`src/rtl/mips_isa_pkg.sv`:
```
package mips_isa_pkg;

	// ~~~~~~~~~~~~~~~~~~~~
	// Field types
	// ~~~~~~~~~~~~~~~~~~~~

	typedef logic [31:0] word_t;			// One data word
	typedef logic [31:0] inst_t;			// One instruction word
	typedef logic [4:0]  reg_addr_t;		// General purpose register number
	typedef logic [5:0]  opcode_t;			// Major opcode in bits 31 to 26
	typedef logic [5:0]  funct_t;			// Function code in bits 5 to 0
	typedef logic [4:0]  shamt_t;			// Shift amount in bits 10 to 6
	typedef logic [15:0] imm16_t;			// Immediate field of the I-type format

	// ~~~~~~~~~~~~~~~~~~~~
	// Major opcodes
	// ~~~~~~~~~~~~~~~~~~~~

	localparam opcode_t OP_SPECIAL = 6'b000000;	// R-type, decoded further by funct
	localparam opcode_t OP_ADDI    = 6'b001000;
	localparam opcode_t OP_ADDIU   = 6'b001001;
	localparam opcode_t OP_SLTI    = 6'b001010;
	localparam opcode_t OP_SLTIU   = 6'b001011;
	localparam opcode_t OP_ANDI    = 6'b001100;
	localparam opcode_t OP_ORI     = 6'b001101;
	localparam opcode_t OP_XORI    = 6'b001110;
	localparam opcode_t OP_LUI     = 6'b001111;

	// ~~~~~~~~~~~~~~~~~~~~
	// Function codes
	// ~~~~~~~~~~~~~~~~~~~~

	// Shifts by the shamt field
	localparam funct_t FN_SLL  = 6'b000000;
	localparam funct_t FN_SRL  = 6'b000010;
	localparam funct_t FN_SRA  = 6'b000011;

	// Shifts by the low bits of rs
	localparam funct_t FN_SLLV = 6'b000100;
	localparam funct_t FN_SRLV = 6'b000110;
	localparam funct_t FN_SRAV = 6'b000111;

	localparam funct_t FN_ADD  = 6'b100000;	// Traps on overflow in execute
	localparam funct_t FN_ADDU = 6'b100001;
	localparam funct_t FN_SUB  = 6'b100010;
	localparam funct_t FN_SUBU = 6'b100011;
	localparam funct_t FN_AND  = 6'b100100;
	localparam funct_t FN_OR   = 6'b100101;
	localparam funct_t FN_XOR  = 6'b100110;
	localparam funct_t FN_NOR  = 6'b100111;
	localparam funct_t FN_SLT  = 6'b101010;
	localparam funct_t FN_SLTU = 6'b101011;

endpackage
```
`src/rtl/id_pkg.sv`:
```
package id_pkg;

	typedef logic [7:0] alu_op_t;			// Sub-operation seen by execute
	typedef logic [2:0] alu_sel_t;			// Result class seen by execute

	// ~~~~~~~~~~~~~~~~~~~~
	// Operation codes
	// ~~~~~~~~~~~~~~~~~~~~

	localparam alu_op_t ALUOP_NOP   = 8'b00000000;
	localparam alu_op_t ALUOP_OR    = 8'b00100101;
	localparam alu_op_t ALUOP_AND   = 8'b00100100;
	localparam alu_op_t ALUOP_XOR   = 8'b00100110;
	localparam alu_op_t ALUOP_NOR   = 8'b00100111;
	localparam alu_op_t ALUOP_SLL   = 8'b01111100;
	localparam alu_op_t ALUOP_SRL   = 8'b00000010;
	localparam alu_op_t ALUOP_SRA   = 8'b00000011;
	localparam alu_op_t ALUOP_ADD   = 8'b00100000;
	localparam alu_op_t ALUOP_ADDU  = 8'b00100001;
	localparam alu_op_t ALUOP_SUB   = 8'b00100010;
	localparam alu_op_t ALUOP_SUBU  = 8'b00100011;
	localparam alu_op_t ALUOP_SLT   = 8'b00101010;	// Also used by slti
	localparam alu_op_t ALUOP_SLTU  = 8'b00101011;	// Also used by sltiu
	localparam alu_op_t ALUOP_ADDI  = 8'b01010101;
	localparam alu_op_t ALUOP_ADDIU = 8'b01010110;

	localparam alu_sel_t SEL_NOP   = 3'b000;
	localparam alu_sel_t SEL_LOGIC = 3'b001;
	localparam alu_sel_t SEL_SHIFT = 3'b010;
	localparam alu_sel_t SEL_ARITH = 3'b100;

	// ~~~~~~~~~~~~~~~~~~~~
	// Bundles
	// ~~~~~~~~~~~~~~~~~~~~

	// Write-back snoop from execute or memory
	typedef struct packed {
		logic                      wreg;
		mips_isa_pkg::reg_addr_t   wd;
		mips_isa_pkg::word_t       wdata;
	} fwd_t;

	typedef struct packed {
		alu_op_t                   aluop;
		alu_sel_t                  alusel;
		mips_isa_pkg::reg_addr_t   wd;			// Destination register
		logic                      wreg;		// Destination is written
		logic                      reg1_read;
		logic                      reg2_read;
		mips_isa_pkg::reg_addr_t   reg1_addr;
		mips_isa_pkg::reg_addr_t   reg2_addr;
		mips_isa_pkg::word_t       imm;			// Already extended
		logic                      inst_valid;
	} dec_t;

	typedef struct packed {
		alu_op_t                   aluop;
		alu_sel_t                  alusel;
		mips_isa_pkg::word_t       reg1;
		mips_isa_pkg::word_t       reg2;
		mips_isa_pkg::reg_addr_t   wd;
		logic                      wreg;
		logic                      inst_valid;
	} ex_req_t;

endpackage

```
`src/rtl/id_stage.sv`:
```
`timescale 1ns/1ps

module id_stage (
	input  logic                      clk,
	input  logic                      arst_n_i,

	input  mips_isa_pkg::inst_t       inst_i,
	input  logic                      inst_valid_i,
	output logic                      inst_ready_o,

	// Register file read ports
	output logic                      rf_re1_o,
	output logic                      rf_re2_o,
	output mips_isa_pkg::reg_addr_t   rf_raddr1_o,
	output mips_isa_pkg::reg_addr_t   rf_raddr2_o,
	input  mips_isa_pkg::word_t       rf_rdata1_i,
	input  mips_isa_pkg::word_t       rf_rdata2_i,

	input  id_pkg::fwd_t              ex_fwd_i,
	input  id_pkg::fwd_t              mem_fwd_i,

	output id_pkg::ex_req_t           ex_req_o,
	output logic                      ex_valid_o,
	input  logic                      ex_ready_i
);

	id_pkg::dec_t         dec;
	mips_isa_pkg::word_t  reg1;
	mips_isa_pkg::word_t  reg2;

	assign rf_re1_o    = dec.reg1_read;		// Straight from the current instruction
	assign rf_re2_o    = dec.reg2_read;
	assign rf_raddr1_o = dec.reg1_addr;
	assign rf_raddr2_o = dec.reg2_addr;

	id_decoder u_decoder (
		.inst_i (inst_i),
		.dec_o  (dec)
	);

	id_operand_fwd u_operand_fwd (
		.dec_i       (dec),
		.rf_rdata1_i (rf_rdata1_i),
		.rf_rdata2_i (rf_rdata2_i),
		.ex_fwd_i    (ex_fwd_i),
		.mem_fwd_i   (mem_fwd_i),
		.reg1_o      (reg1),
		.reg2_o      (reg2)
	);

	id_ex_pipe u_ex_pipe (
		.clk          (clk),
		.arst_n_i     (arst_n_i),
		.dec_i        (dec),
		.reg1_i       (reg1),
		.reg2_i       (reg2),
		.inst_valid_i (inst_valid_i),
		.inst_ready_o (inst_ready_o),
		.ex_req_o     (ex_req_o),
		.ex_valid_o   (ex_valid_o),
		.ex_ready_i   (ex_ready_i)
	);

endmodule

```
`src/rtl/id_ex_pipe.sv`:
```
`timescale 1ns/1ps

module id_ex_pipe (
	input  logic                 clk,
	input  logic                 arst_n_i,
	input  id_pkg::dec_t         dec_i,
	input  mips_isa_pkg::word_t  reg1_i,
	input  mips_isa_pkg::word_t  reg2_i,
	input  logic                 inst_valid_i,
	output logic                 inst_ready_o,
	output id_pkg::ex_req_t      ex_req_o,
	output logic                 ex_valid_o,
	input  logic                 ex_ready_i
);

	logic load;

	assign inst_ready_o = !ex_valid_o || ex_ready_i;	// Free slot or it drains this cycle
	assign load         = inst_valid_i && inst_ready_o;

	always_ff @(posedge clk or negedge arst_n_i)
	begin
		if (!arst_n_i)
			ex_valid_o <= 1'b0;
		else if (inst_ready_o)
			ex_valid_o <= inst_valid_i;			// Drops when drained with nothing behind
	end

	// Payload only moves on a transfer, so a stall keeps it as is
	always_ff @(posedge clk)
	begin
		if (load)
		begin
			ex_req_o.aluop      <= dec_i.aluop;
			ex_req_o.alusel     <= dec_i.alusel;
			ex_req_o.reg1       <= reg1_i;
			ex_req_o.reg2       <= reg2_i;
			ex_req_o.wd         <= dec_i.wd;
			ex_req_o.wreg       <= dec_i.wreg;
			ex_req_o.inst_valid <= dec_i.inst_valid;
		end
	end

endmodule

```
`src/rtl/id_operand_fwd.sv`:
```
`timescale 1ns/1ps

module id_operand_fwd (
	input  id_pkg::dec_t         dec_i,
	input  mips_isa_pkg::word_t  rf_rdata1_i,
	input  mips_isa_pkg::word_t  rf_rdata2_i,
	input  id_pkg::fwd_t         ex_fwd_i,
	input  id_pkg::fwd_t         mem_fwd_i,
	output mips_isa_pkg::word_t  reg1_o,
	output mips_isa_pkg::word_t  reg2_o
);

	// One source operand, the execute snoop is the younger result and wins
	function automatic mips_isa_pkg::word_t pick_operand(
		input logic                     rd_en,
		input mips_isa_pkg::reg_addr_t  addr,
		input mips_isa_pkg::word_t      rf_data,
		input mips_isa_pkg::word_t      imm,
		input id_pkg::fwd_t             ex,
		input id_pkg::fwd_t             mem
	);
		if (!rd_en)
			return imm;							// Immediate or shift amount
		else if (ex.wreg && ex.wd == addr)
			return ex.wdata;
		else if (mem.wreg && mem.wd == addr)
			return mem.wdata;
		else
			return rf_data;
	endfunction

	// Register 0 is matched like any other, the snoops never write it back
	always_comb
	begin
		reg1_o = pick_operand(dec_i.reg1_read, dec_i.reg1_addr, rf_rdata1_i,
			dec_i.imm, ex_fwd_i, mem_fwd_i);
		reg2_o = pick_operand(dec_i.reg2_read, dec_i.reg2_addr, rf_rdata2_i,
			dec_i.imm, ex_fwd_i, mem_fwd_i);
	end

endmodule

```
`src/rtl/id_decoder.sv`:
```
`timescale 1ns/1ps

module id_decoder (
	input  mips_isa_pkg::inst_t   inst_i,
	output id_pkg::dec_t          dec_o
);

	// ~~~~~~~~~~~~~~~~~~~~
	// Instruction fields
	// ~~~~~~~~~~~~~~~~~~~~

	mips_isa_pkg::opcode_t    opcode;
	mips_isa_pkg::reg_addr_t  rs;
	mips_isa_pkg::reg_addr_t  rt;
	mips_isa_pkg::reg_addr_t  rd;
	mips_isa_pkg::shamt_t     shamt;
	mips_isa_pkg::funct_t     funct;
	mips_isa_pkg::imm16_t     imm16;

	assign opcode = inst_i[31:26];
	assign rs     = inst_i[25:21];
	assign rt     = inst_i[20:16];
	assign rd     = inst_i[15:11];
	assign shamt  = inst_i[10:6];
	assign funct  = inst_i[5:0];
	assign imm16  = inst_i[15:0];

	// Function code table for the SPECIAL opcode
	id_pkg::alu_op_t   r_op;
	id_pkg::alu_sel_t  r_sel;
	logic              r_shimm;				// Shift by the shamt field

	always_comb
	begin
		r_op    = id_pkg::ALUOP_NOP;
		r_sel   = id_pkg::SEL_NOP;
		r_shimm = 1'b0;
		case (funct)
			mips_isa_pkg::FN_OR:   {r_op, r_sel} = {id_pkg::ALUOP_OR,   id_pkg::SEL_LOGIC};
			mips_isa_pkg::FN_AND:  {r_op, r_sel} = {id_pkg::ALUOP_AND,  id_pkg::SEL_LOGIC};
			mips_isa_pkg::FN_XOR:  {r_op, r_sel} = {id_pkg::ALUOP_XOR,  id_pkg::SEL_LOGIC};
			mips_isa_pkg::FN_NOR:  {r_op, r_sel} = {id_pkg::ALUOP_NOR,  id_pkg::SEL_LOGIC};
			mips_isa_pkg::FN_SLLV: {r_op, r_sel} = {id_pkg::ALUOP_SLL,  id_pkg::SEL_SHIFT};
			mips_isa_pkg::FN_SRLV: {r_op, r_sel} = {id_pkg::ALUOP_SRL,  id_pkg::SEL_SHIFT};
			mips_isa_pkg::FN_SRAV: {r_op, r_sel} = {id_pkg::ALUOP_SRA,  id_pkg::SEL_SHIFT};
			mips_isa_pkg::FN_ADD:  {r_op, r_sel} = {id_pkg::ALUOP_ADD,  id_pkg::SEL_ARITH};
			mips_isa_pkg::FN_ADDU: {r_op, r_sel} = {id_pkg::ALUOP_ADDU, id_pkg::SEL_ARITH};
			mips_isa_pkg::FN_SUB:  {r_op, r_sel} = {id_pkg::ALUOP_SUB,  id_pkg::SEL_ARITH};
			mips_isa_pkg::FN_SUBU: {r_op, r_sel} = {id_pkg::ALUOP_SUBU, id_pkg::SEL_ARITH};
			mips_isa_pkg::FN_SLT:  {r_op, r_sel} = {id_pkg::ALUOP_SLT,  id_pkg::SEL_ARITH};
			mips_isa_pkg::FN_SLTU: {r_op, r_sel} = {id_pkg::ALUOP_SLTU, id_pkg::SEL_ARITH};
			mips_isa_pkg::FN_SLL:
			begin
				{r_op, r_sel} = {id_pkg::ALUOP_SLL, id_pkg::SEL_SHIFT};
				r_shimm       = 1'b1;
			end
			mips_isa_pkg::FN_SRL:
			begin
				{r_op, r_sel} = {id_pkg::ALUOP_SRL, id_pkg::SEL_SHIFT};
				r_shimm       = 1'b1;
			end
			mips_isa_pkg::FN_SRA:
			begin
				{r_op, r_sel} = {id_pkg::ALUOP_SRA, id_pkg::SEL_SHIFT};
				r_shimm       = 1'b1;
			end
			default:
			begin
				r_op  = id_pkg::ALUOP_NOP;		// Unknown function code stays invalid
				r_sel = id_pkg::SEL_NOP;
			end
		endcase
	end

	// Opcode table for the I-type instructions
	id_pkg::alu_op_t   i_op;
	id_pkg::alu_sel_t  i_sel;

	always_comb
	begin
		case (opcode)
			mips_isa_pkg::OP_ORI:   {i_op, i_sel} = {id_pkg::ALUOP_OR,    id_pkg::SEL_LOGIC};
			mips_isa_pkg::OP_ANDI:  {i_op, i_sel} = {id_pkg::ALUOP_AND,   id_pkg::SEL_LOGIC};
			mips_isa_pkg::OP_XORI:  {i_op, i_sel} = {id_pkg::ALUOP_XOR,   id_pkg::SEL_LOGIC};
			mips_isa_pkg::OP_LUI:   {i_op, i_sel} = {id_pkg::ALUOP_OR,    id_pkg::SEL_LOGIC};
			mips_isa_pkg::OP_SLTI:  {i_op, i_sel} = {id_pkg::ALUOP_SLT,   id_pkg::SEL_ARITH};
			mips_isa_pkg::OP_SLTIU: {i_op, i_sel} = {id_pkg::ALUOP_SLTU,  id_pkg::SEL_ARITH};
			mips_isa_pkg::OP_ADDI:  {i_op, i_sel} = {id_pkg::ALUOP_ADDI,  id_pkg::SEL_ARITH};
			mips_isa_pkg::OP_ADDIU: {i_op, i_sel} = {id_pkg::ALUOP_ADDIU, id_pkg::SEL_ARITH};
			default:                {i_op, i_sel} = {id_pkg::ALUOP_NOP,   id_pkg::SEL_NOP};
		endcase
	end

	// ~~~~~~~~~~~~~~~~~~~~
	// Bundle assembly
	// ~~~~~~~~~~~~~~~~~~~~

	always_comb
	begin
		dec_o.aluop      = id_pkg::ALUOP_NOP;
		dec_o.alusel     = id_pkg::SEL_NOP;
		dec_o.wd         = rd;					// R-type destination by default
		dec_o.wreg       = 1'b0;
		dec_o.reg1_read  = 1'b0;
		dec_o.reg2_read  = 1'b0;
		dec_o.reg1_addr  = rs;
		dec_o.reg2_addr  = rt;
		dec_o.imm        = '0;
		dec_o.inst_valid = 1'b0;

		if (opcode == mips_isa_pkg::OP_SPECIAL)
		begin
			if (r_shimm && rs == '0)
			begin
				// Bits 31 to 21 all zero, operand 1 carries the shift amount
				dec_o.reg2_read  = 1'b1;
				dec_o.imm        = {27'b0, shamt};
				dec_o.inst_valid = 1'b1;
			end
			else if (!r_shimm && r_sel != id_pkg::SEL_NOP && shamt == '0)
			begin
				dec_o.reg1_read  = 1'b1;
				dec_o.reg2_read  = 1'b1;
				dec_o.inst_valid = 1'b1;
			end
			dec_o.aluop = dec_o.inst_valid ? r_op : id_pkg::ALUOP_NOP;
			dec_o.alusel = dec_o.inst_valid ? r_sel : id_pkg::SEL_NOP;
		end
		else if (i_sel != id_pkg::SEL_NOP)
		begin
			dec_o.aluop      = i_op;
			dec_o.alusel     = i_sel;
			dec_o.wd         = rt;				// I-type writes rt
			dec_o.reg1_read  = 1'b1;			// lui reads rs as well, rs is zero in practice
			dec_o.inst_valid = 1'b1;
			if (opcode == mips_isa_pkg::OP_LUI)
				dec_o.imm = {imm16, 16'h0000};
			else if (i_sel == id_pkg::SEL_ARITH)
				dec_o.imm = {{16{imm16[15]}}, imm16};	// Compare and add sign-extend
			else
				dec_o.imm = {16'h0000, imm16};
		end

		dec_o.wreg = dec_o.inst_valid;			// Every kept instruction writes back
	end

endmodule

```
`config.mk`:
```
export PLATFORM = sky130hd
export DESIGN_NAME = id_stage
export DESIGN_NICKNAME = d
export VERILOG_FILES = /design/src/rtl/mips_isa_pkg.sv /design/src/rtl/id_pkg.sv /design/src/rtl/id_stage.sv /design/src/rtl/id_ex_pipe.sv /design/src/rtl/id_operand_fwd.sv /design/src/rtl/id_decoder.sv
export SDC_FILE = /design/constraint.sdc
export NUM_CORES = 1
export LEC_CHECK = 0
export ABC_AREA = 1
export BUFFER_PORTS_ARGS = -buffer_cell sky130_fd_sc_hd__buf_4
export CORE_MARGIN = 2
export CORE_UTILIZATION = 45
export CTS_CLUSTER_DIAMETER = 40
export DETAILED_ROUTE_END_ITERATION = 7
export MAX_ROUTING_LAYER = met4
export PLACE_DENSITY = 0.77
export SYNTH_ARGS = -nofsm -noshare
export SYNTH_HDL_FRONTEND = slang
export SYNTH_HIERARCHICAL = 1
export SYNTH_SLANG_ARGS = --single-unit
```
`constraint.sdc`:
```
create_clock -name clk -period 11.95 [get_ports clk]
set_input_delay 1.7925 -clock clk [delete_from_list [all_inputs] [get_ports clk]]
set_output_delay 1.7925 -clock clk [all_outputs]
set_load 0.005 [all_outputs]
```
== After elaboration in Yosys (flattened, before gate mapping) ==
Memory sizes are Yosys's and may differ from the RTL's.
Cells that the tools add are included.

* Output and inout port bits: 96
* Bits of input ports: 176
* ROM bits: 144
* Flip-flop bits (word level): 82
* Memories: 1
* Logic and storage cells: 83

* Reduce and logical (&&, ||, !) cells: 25
* Equality and inequality tests: 21
* Mux-type cells: 29

{| class="wikitable"
|+ Memory list
! memory !! words !! bits a word !! rd ports !! clocked after memory_dff !! write ports !! RTL line !! RTL
|-
| (name not given) || 16 || 9 || 1 || 0 || 0 || id_decoder.sv:81 || <nowiki>case (opcode)</nowiki>
|}

{| class="wikitable"
|+ Operators by type and width
! cell !! number
|-
| two-way mux 32 bit || 8
|-
| one-hot mux 7 bit (13 select lines) || 1
|-
| two-way mux 33 bit || 2
|-
| equality test 6 bit, second input constant || 10
|-
| two-way mux 11 bit || 2
|-
| equality test 5 bit || 4
|-
| equality test 6 x 3 -> 1 bit, second input constant || 3
|-
| two-way mux 16 bit || 1
|-
| equality test 6 x 2 -> 1 bit, second input constant || 2
|-
| logical NOT 6 bit || 2
|-
| OR reduction 6 bit || 2
|-
| logical NOT 5 bit || 2
|-
| two-way mux 5 bit || 2
|-
| two-way mux 1 bit || 9
|-
| one-hot mux 3 bit (3 select lines) || 1
|-
| logical AND 1 bit || 8
|-
| two-way mux 7 bit || 1
|-
| equality test 6 x 4 -> 1 bit, second input constant || 1
|-
| nonzero test 3 bit || 2
|-
| OR reduction 2 bit || 3
|-
| OR reduction 4 bit || 1
|-
| equality test 3 bit, second input constant || 1
|-
| two-way mux 3 bit || 1
|-
| OR reduction 3 bit || 1
|-
| other kinds (4) || 5
|}

== Longest topological paths before layout ==
* Depth in word-level cells: 11
* Gate-level depth with buffers: 13

== Hierarchy ==
Netlist, hierarchy kept.

{| class="wikitable"
|+ Modules (own cells, without submodules)
! module !! sequential area each (µm²) !! area each (µm²) !! cells each !! instances
|-
| id_operand_fwd || 0.0 || 2899.0 || 662 || 1
|-
| id_ex_pipe || 2487.4 || 2507.4 || 88 || 1
|-
| id_decoder || 0.0 || 982.2 || 187 || 1
|}

== Worst setup path before layout ==
OpenSTA, ideal clock, no wires.

* Path kind: in2reg
* Start point: input inst_valid_i
* End point: register u_ex_pipe/ex_req_o[0] (netlist name)
* Stages on the path: 2
* Slack: 5600 ps
* Data arrival time: 5801 ps
* Path buffers: 0
* Setup time: 549 ps
* Path through: inv_1 -> a21oi_1

* Cells in the longest elaborated chain, start to end: 1

{| class="wikitable"
|+ Ends and longest elaborated chain
! what !! RTL line !! RTL
|-
| from (decl) || id_stage.sv:8 || <nowiki>input logic inst_valid_i,</nowiki>
|-
| logical AND 1 bit || id_ex_pipe.sv:19 || <nowiki>assign load = inst_valid_i && inst_ready_o;</nowiki>
|-
| named net u_ex_pipe.load || id_ex_pipe.sv:16 || <nowiki>logic load;</nowiki>
|}

The timed path passes the listed nets, and every way through them passes these cells.
A chain may end at the register's enable or synchronous reset.

== Final worst setup path ==
* Start point: input inst_i[27]
* End point: output rf_re2_o

* Cells in the longest elaborated chain, start to end: 2

{| class="wikitable"
|+ Ends and longest elaborated chain
! what !! RTL line !! RTL
|-
| from (decl) || id_stage.sv:7 || <nowiki>input mips_isa_pkg::inst_t inst_i,</nowiki>
|-
| logical NOT 6 bit || id_decoder.sv:111 || <nowiki>if (opcode == mips_isa_pkg::OP_SPECIAL)</nowiki>
|-
| two-way mux 1 bit || id_decoder.sv:111 ||
|-
| to (decl) || id_stage.sv:13 || <nowiki>output logic rf_re2_o,</nowiki>
|}

Every way passes these cells.

==> results.py <==
metrics = {
    "outcome": {
        "status": "complete, no violations",
    },
    "timing": {
        "fmax_mhz": 206,
        "slew_headroom": 0.283,
        "clock_skew_ns": 0.00332,
        "grt_setup_unrepaired": "false",
        "setup-tns-final_ns": 0,
        "fin_crit_sh": 0.405,
        "tightest_slew_ns": 1.08,
        "setup_viol": 0,
        "finalHoldViolCount": 0,
        "slew_violations": 0,
        "period_needed_ns": 4.85,
    },
    "routing": {
        "drtIter0Drc": 710,
        "wirelength_mm": 21.5,
        "detail_route.first_pass.iterations": 6,
        "wl_per_cell_um": 16.0,
        "drc": 0,
        "via_per_inst": 5.17,
        "ant_nets": 0,
        "dr_total_vias": 6959,
    },
    "synth": {
        "synth_nets": 1115,
        "yosysUniqueCellTypes": 31,
        "synth_top_cells_by_area": "edfxtp_1 (39%), nand2_1 (21%), nand3_1 (11%)",
        "syn_area_mm2": 0.00639,
        "ys_seq_elements": 83,
        "avgSynthCellArea_um2": 6.82,
        "seq_area_frac_synth": 0.389,
        "yosys.area.top_type": "edfxtp_1",
        "synth_cells": 937,
        "yosys_warnings": 6,
        "synth_top_area_frac": 0.385,
    },
    "placement": {
        "placed_cells_incl_taps": 1330,
        "place_hpwl_mm": 15.5,
        "place_congestion": 0.911,
        "port_buffers": 271,
    },
    "grt": {
        "grt_first_pass_wirelength_mm": 32.4,
        "grt_pass1_vias": 6317,
        "track_usage": 0.287,
        "overflow": 0,
        "antenna_found_initial": 0,
        "grt_max_degree": 83,
    },
    "power_and_ir_drop": {
        "sequentialPowerShare": 0.438,
        "p_per_area_mw_per_mm2": 92.0,
        "pwr-share-clk": 0.344,
        "max-vdd-ir-drop_uv": 70.0,
        "switching_share": 0.282,
        "comb_power_share": 0.218,
        "p_leak_nw": 4.56,
        "p_switching_w": 0.000221,
        "p_int_w": 0.000563,
    },
    "worst_setup_path": {
        "crit_chain": "buf_4 > inv_1 > ha_1 > nand3_1 > nor2_1 > nand4_2 > nand2_2 > buf_4",
        "path_buf_inv": 3,
        "path_common_cell": "buf_4",
        "startpoint_type": "primary input",
        "path_max_fanout": 10,
        "reg2reg_depth": 2,
        "slowest_stage": "nand2_2",
        "crit_type": "primary input to output pin",
        "worstReg2RegEnd": "u_ex_pipe/ex_req_o[12]",
        "max_stage_delay_ns": 0.26,
        "cp_top_family": "simple AND/OR/NAND/NOR gates",
        "r2r-start": "u_ex_pipe/ex_valid_o",
        "rrSetupSlack_ns": 10.12,
        "cp.required_ns": 10.16,
        "worstPathArrival_ns": 3.05,
        "endpoint_kind": "output pin",
    },
    "cells_and_area": {
        "mostFrequentLayoutCells": "nand2_1 (358), buf_4 (276), nand3_1 (145)",
        "finalNonFillerCells": 1346,
        "layout_commonest_cell": "nand2_1",
        "drive_gt1_frac": 0.292,
        "synthToLayoutAreaGrowth_pct": 33.4,
        "antenna_cells": 0,
        "nets": 1339,
    },
    "clock_tree": {
        "ctsLongestPathBuffers": 2,
        "cts_max_level": 3,
        "cts_tree": "done",
        "postCtsHoldBufs": 0,
        "path_clk_slew_ns": 0.07,
        "clk_latency_ns": 0.34,
        "cts-resized-gates": 0,
        "cts_setup_buffers": 0,
        "cts_buffers": 9,
        "cts-root-buf": "clkbuf_16",
        "clkSinkCount": 83,
    },
    "run": {
        "cap_violations": 0,
    },
    "floorplan": {
        "die_h_um": 123,
        "design.die.area_mm2": 0.0152,
        "die_w_um": 123,
        "rows": 43,
        "initial_core_util": 0.460,
        "fp.coreArea_mm2": 0.0139,
        "pin_count": 272,
    },
    "worst_hold_path": {
        "holdPathStages": 2,
        "hold_start": "u_ex_pipe/ex_valid_o",
        "hold_path.class": "flip-flop to flip-flop",
        "hold_path_end": "u_ex_pipe/ex_valid_o",
    },
}
-- worst max path at each step --
stage,cells past startpoint,from,to,slack [ns]
after global placement,8,inst_i[27],rf_re2_o,7.17
after global routing,8,inst_i[27],rf_re2_o,7.01
after CTS,8,inst_i[27],rf_re2_o,7.11
after detailed placement,8,inst_i[27],rf_re2_o,7.11
final,8,inst_i[27],rf_re2_o,7.10
after floorplan,2,inst_valid_i,u_ex_pipe/ex_req_o[0],5.60
-- power groups by stage --
stage	clock, W	sequential (W)	combinational (W)
6_report	0.000270	0.000344	0.000171
3_5_place_dp	0	0.000350	0.000170
4_1_cts	0.000275	0.000344	0.000171
3_3_place_gp	0	0.000350	0.000169
2_1_floorplan	0	0.000353	0.0000774
5_1_grt	0.000284	0.000345	0.000187
-- layout make-up --
cell class                      instances  area, um2
Timing Repair Buffer                  276       2070
Clock buffer                            9        225
Fill cell                            1315       5360
Inverter                               63        236
Tap cell                              180        225
Sequential cell                        83       2490
Clock inverter                          7       61.3
Multi-Input combinational cell        728       3220
-- cell usage after synthesis, drive strengths merged --
cell and n:
dfrtp 1, nand3 149, clkbuf 13, o21ai 27
xor2 1, a31oi 1, a21oi 6, inv 63
o22a 1, o211ai 2, buf 50, ha 2
nor2 161, edfxtp 82, nor3 8, nand2 364
nand4 5, conb 1
-- tightest hold or removal path, cell delays in order, from the launching register on --
cell and delay, ns:
dfrtp_1 0.42, nand2_1 0.09, nand2_1 0.06
-- cell families (layout without fill, tap and decap cells) --
| group | count (synthesis) | after routing | synth area share |
|---|---|---|---|
| adder cells (fa/ha/maj) | 2 | 2 | 0.00392 |
| XOR/XNOR | 1 | 1 | 0.00137 |
| AND/OR/NAND/NOR | 687 | 687 | 0.458 |
| other | 1 | 1 | 0.000587 |
| buffers and inverters | 126 | 355 | 0.109 |
| flip-flops | 83 | 83 | 0.389 |
| AO/OA/AOI/OAI | 37 | 37 | 0.0382 |
-- routing by layer --
layer,track usage,vias to the layer above,share of wire
li1,-,3435,-
met1,0.361,3109,0.40
met2,0.477,379,0.48
met3,0.0452,36,0.096
met4,0.0866,0,0.022
met5,-,-,0
-- state kept, by name, summed over array words and instances (netlist names) --
| signal | cells |
|---|---|
| u_ex_pipe/ex_valid_o | 1 |
| u_ex_pipe/ex_req_o | 82 |
-- per-stage QoR --
step,hold WS (ns),utilization,instance area [um2],worst slack [ns],power [W]
3_5_place_dp,0.598,0.593,8240,7.11,0.000520
4_1_cts,0.611,0.614,8520,7.11,0.000789
6_report,0.604,0.614,8520,7.10,0.000784
3_3_place_gp,0.577,0.593,8240,7.17,0.000519
5_1_grt,0.656,0.614,8520,7.01,0.000816
2_1_floorplan,0.528,-,6390,5.60,0.000430
(Power assumes the default switching activity.)
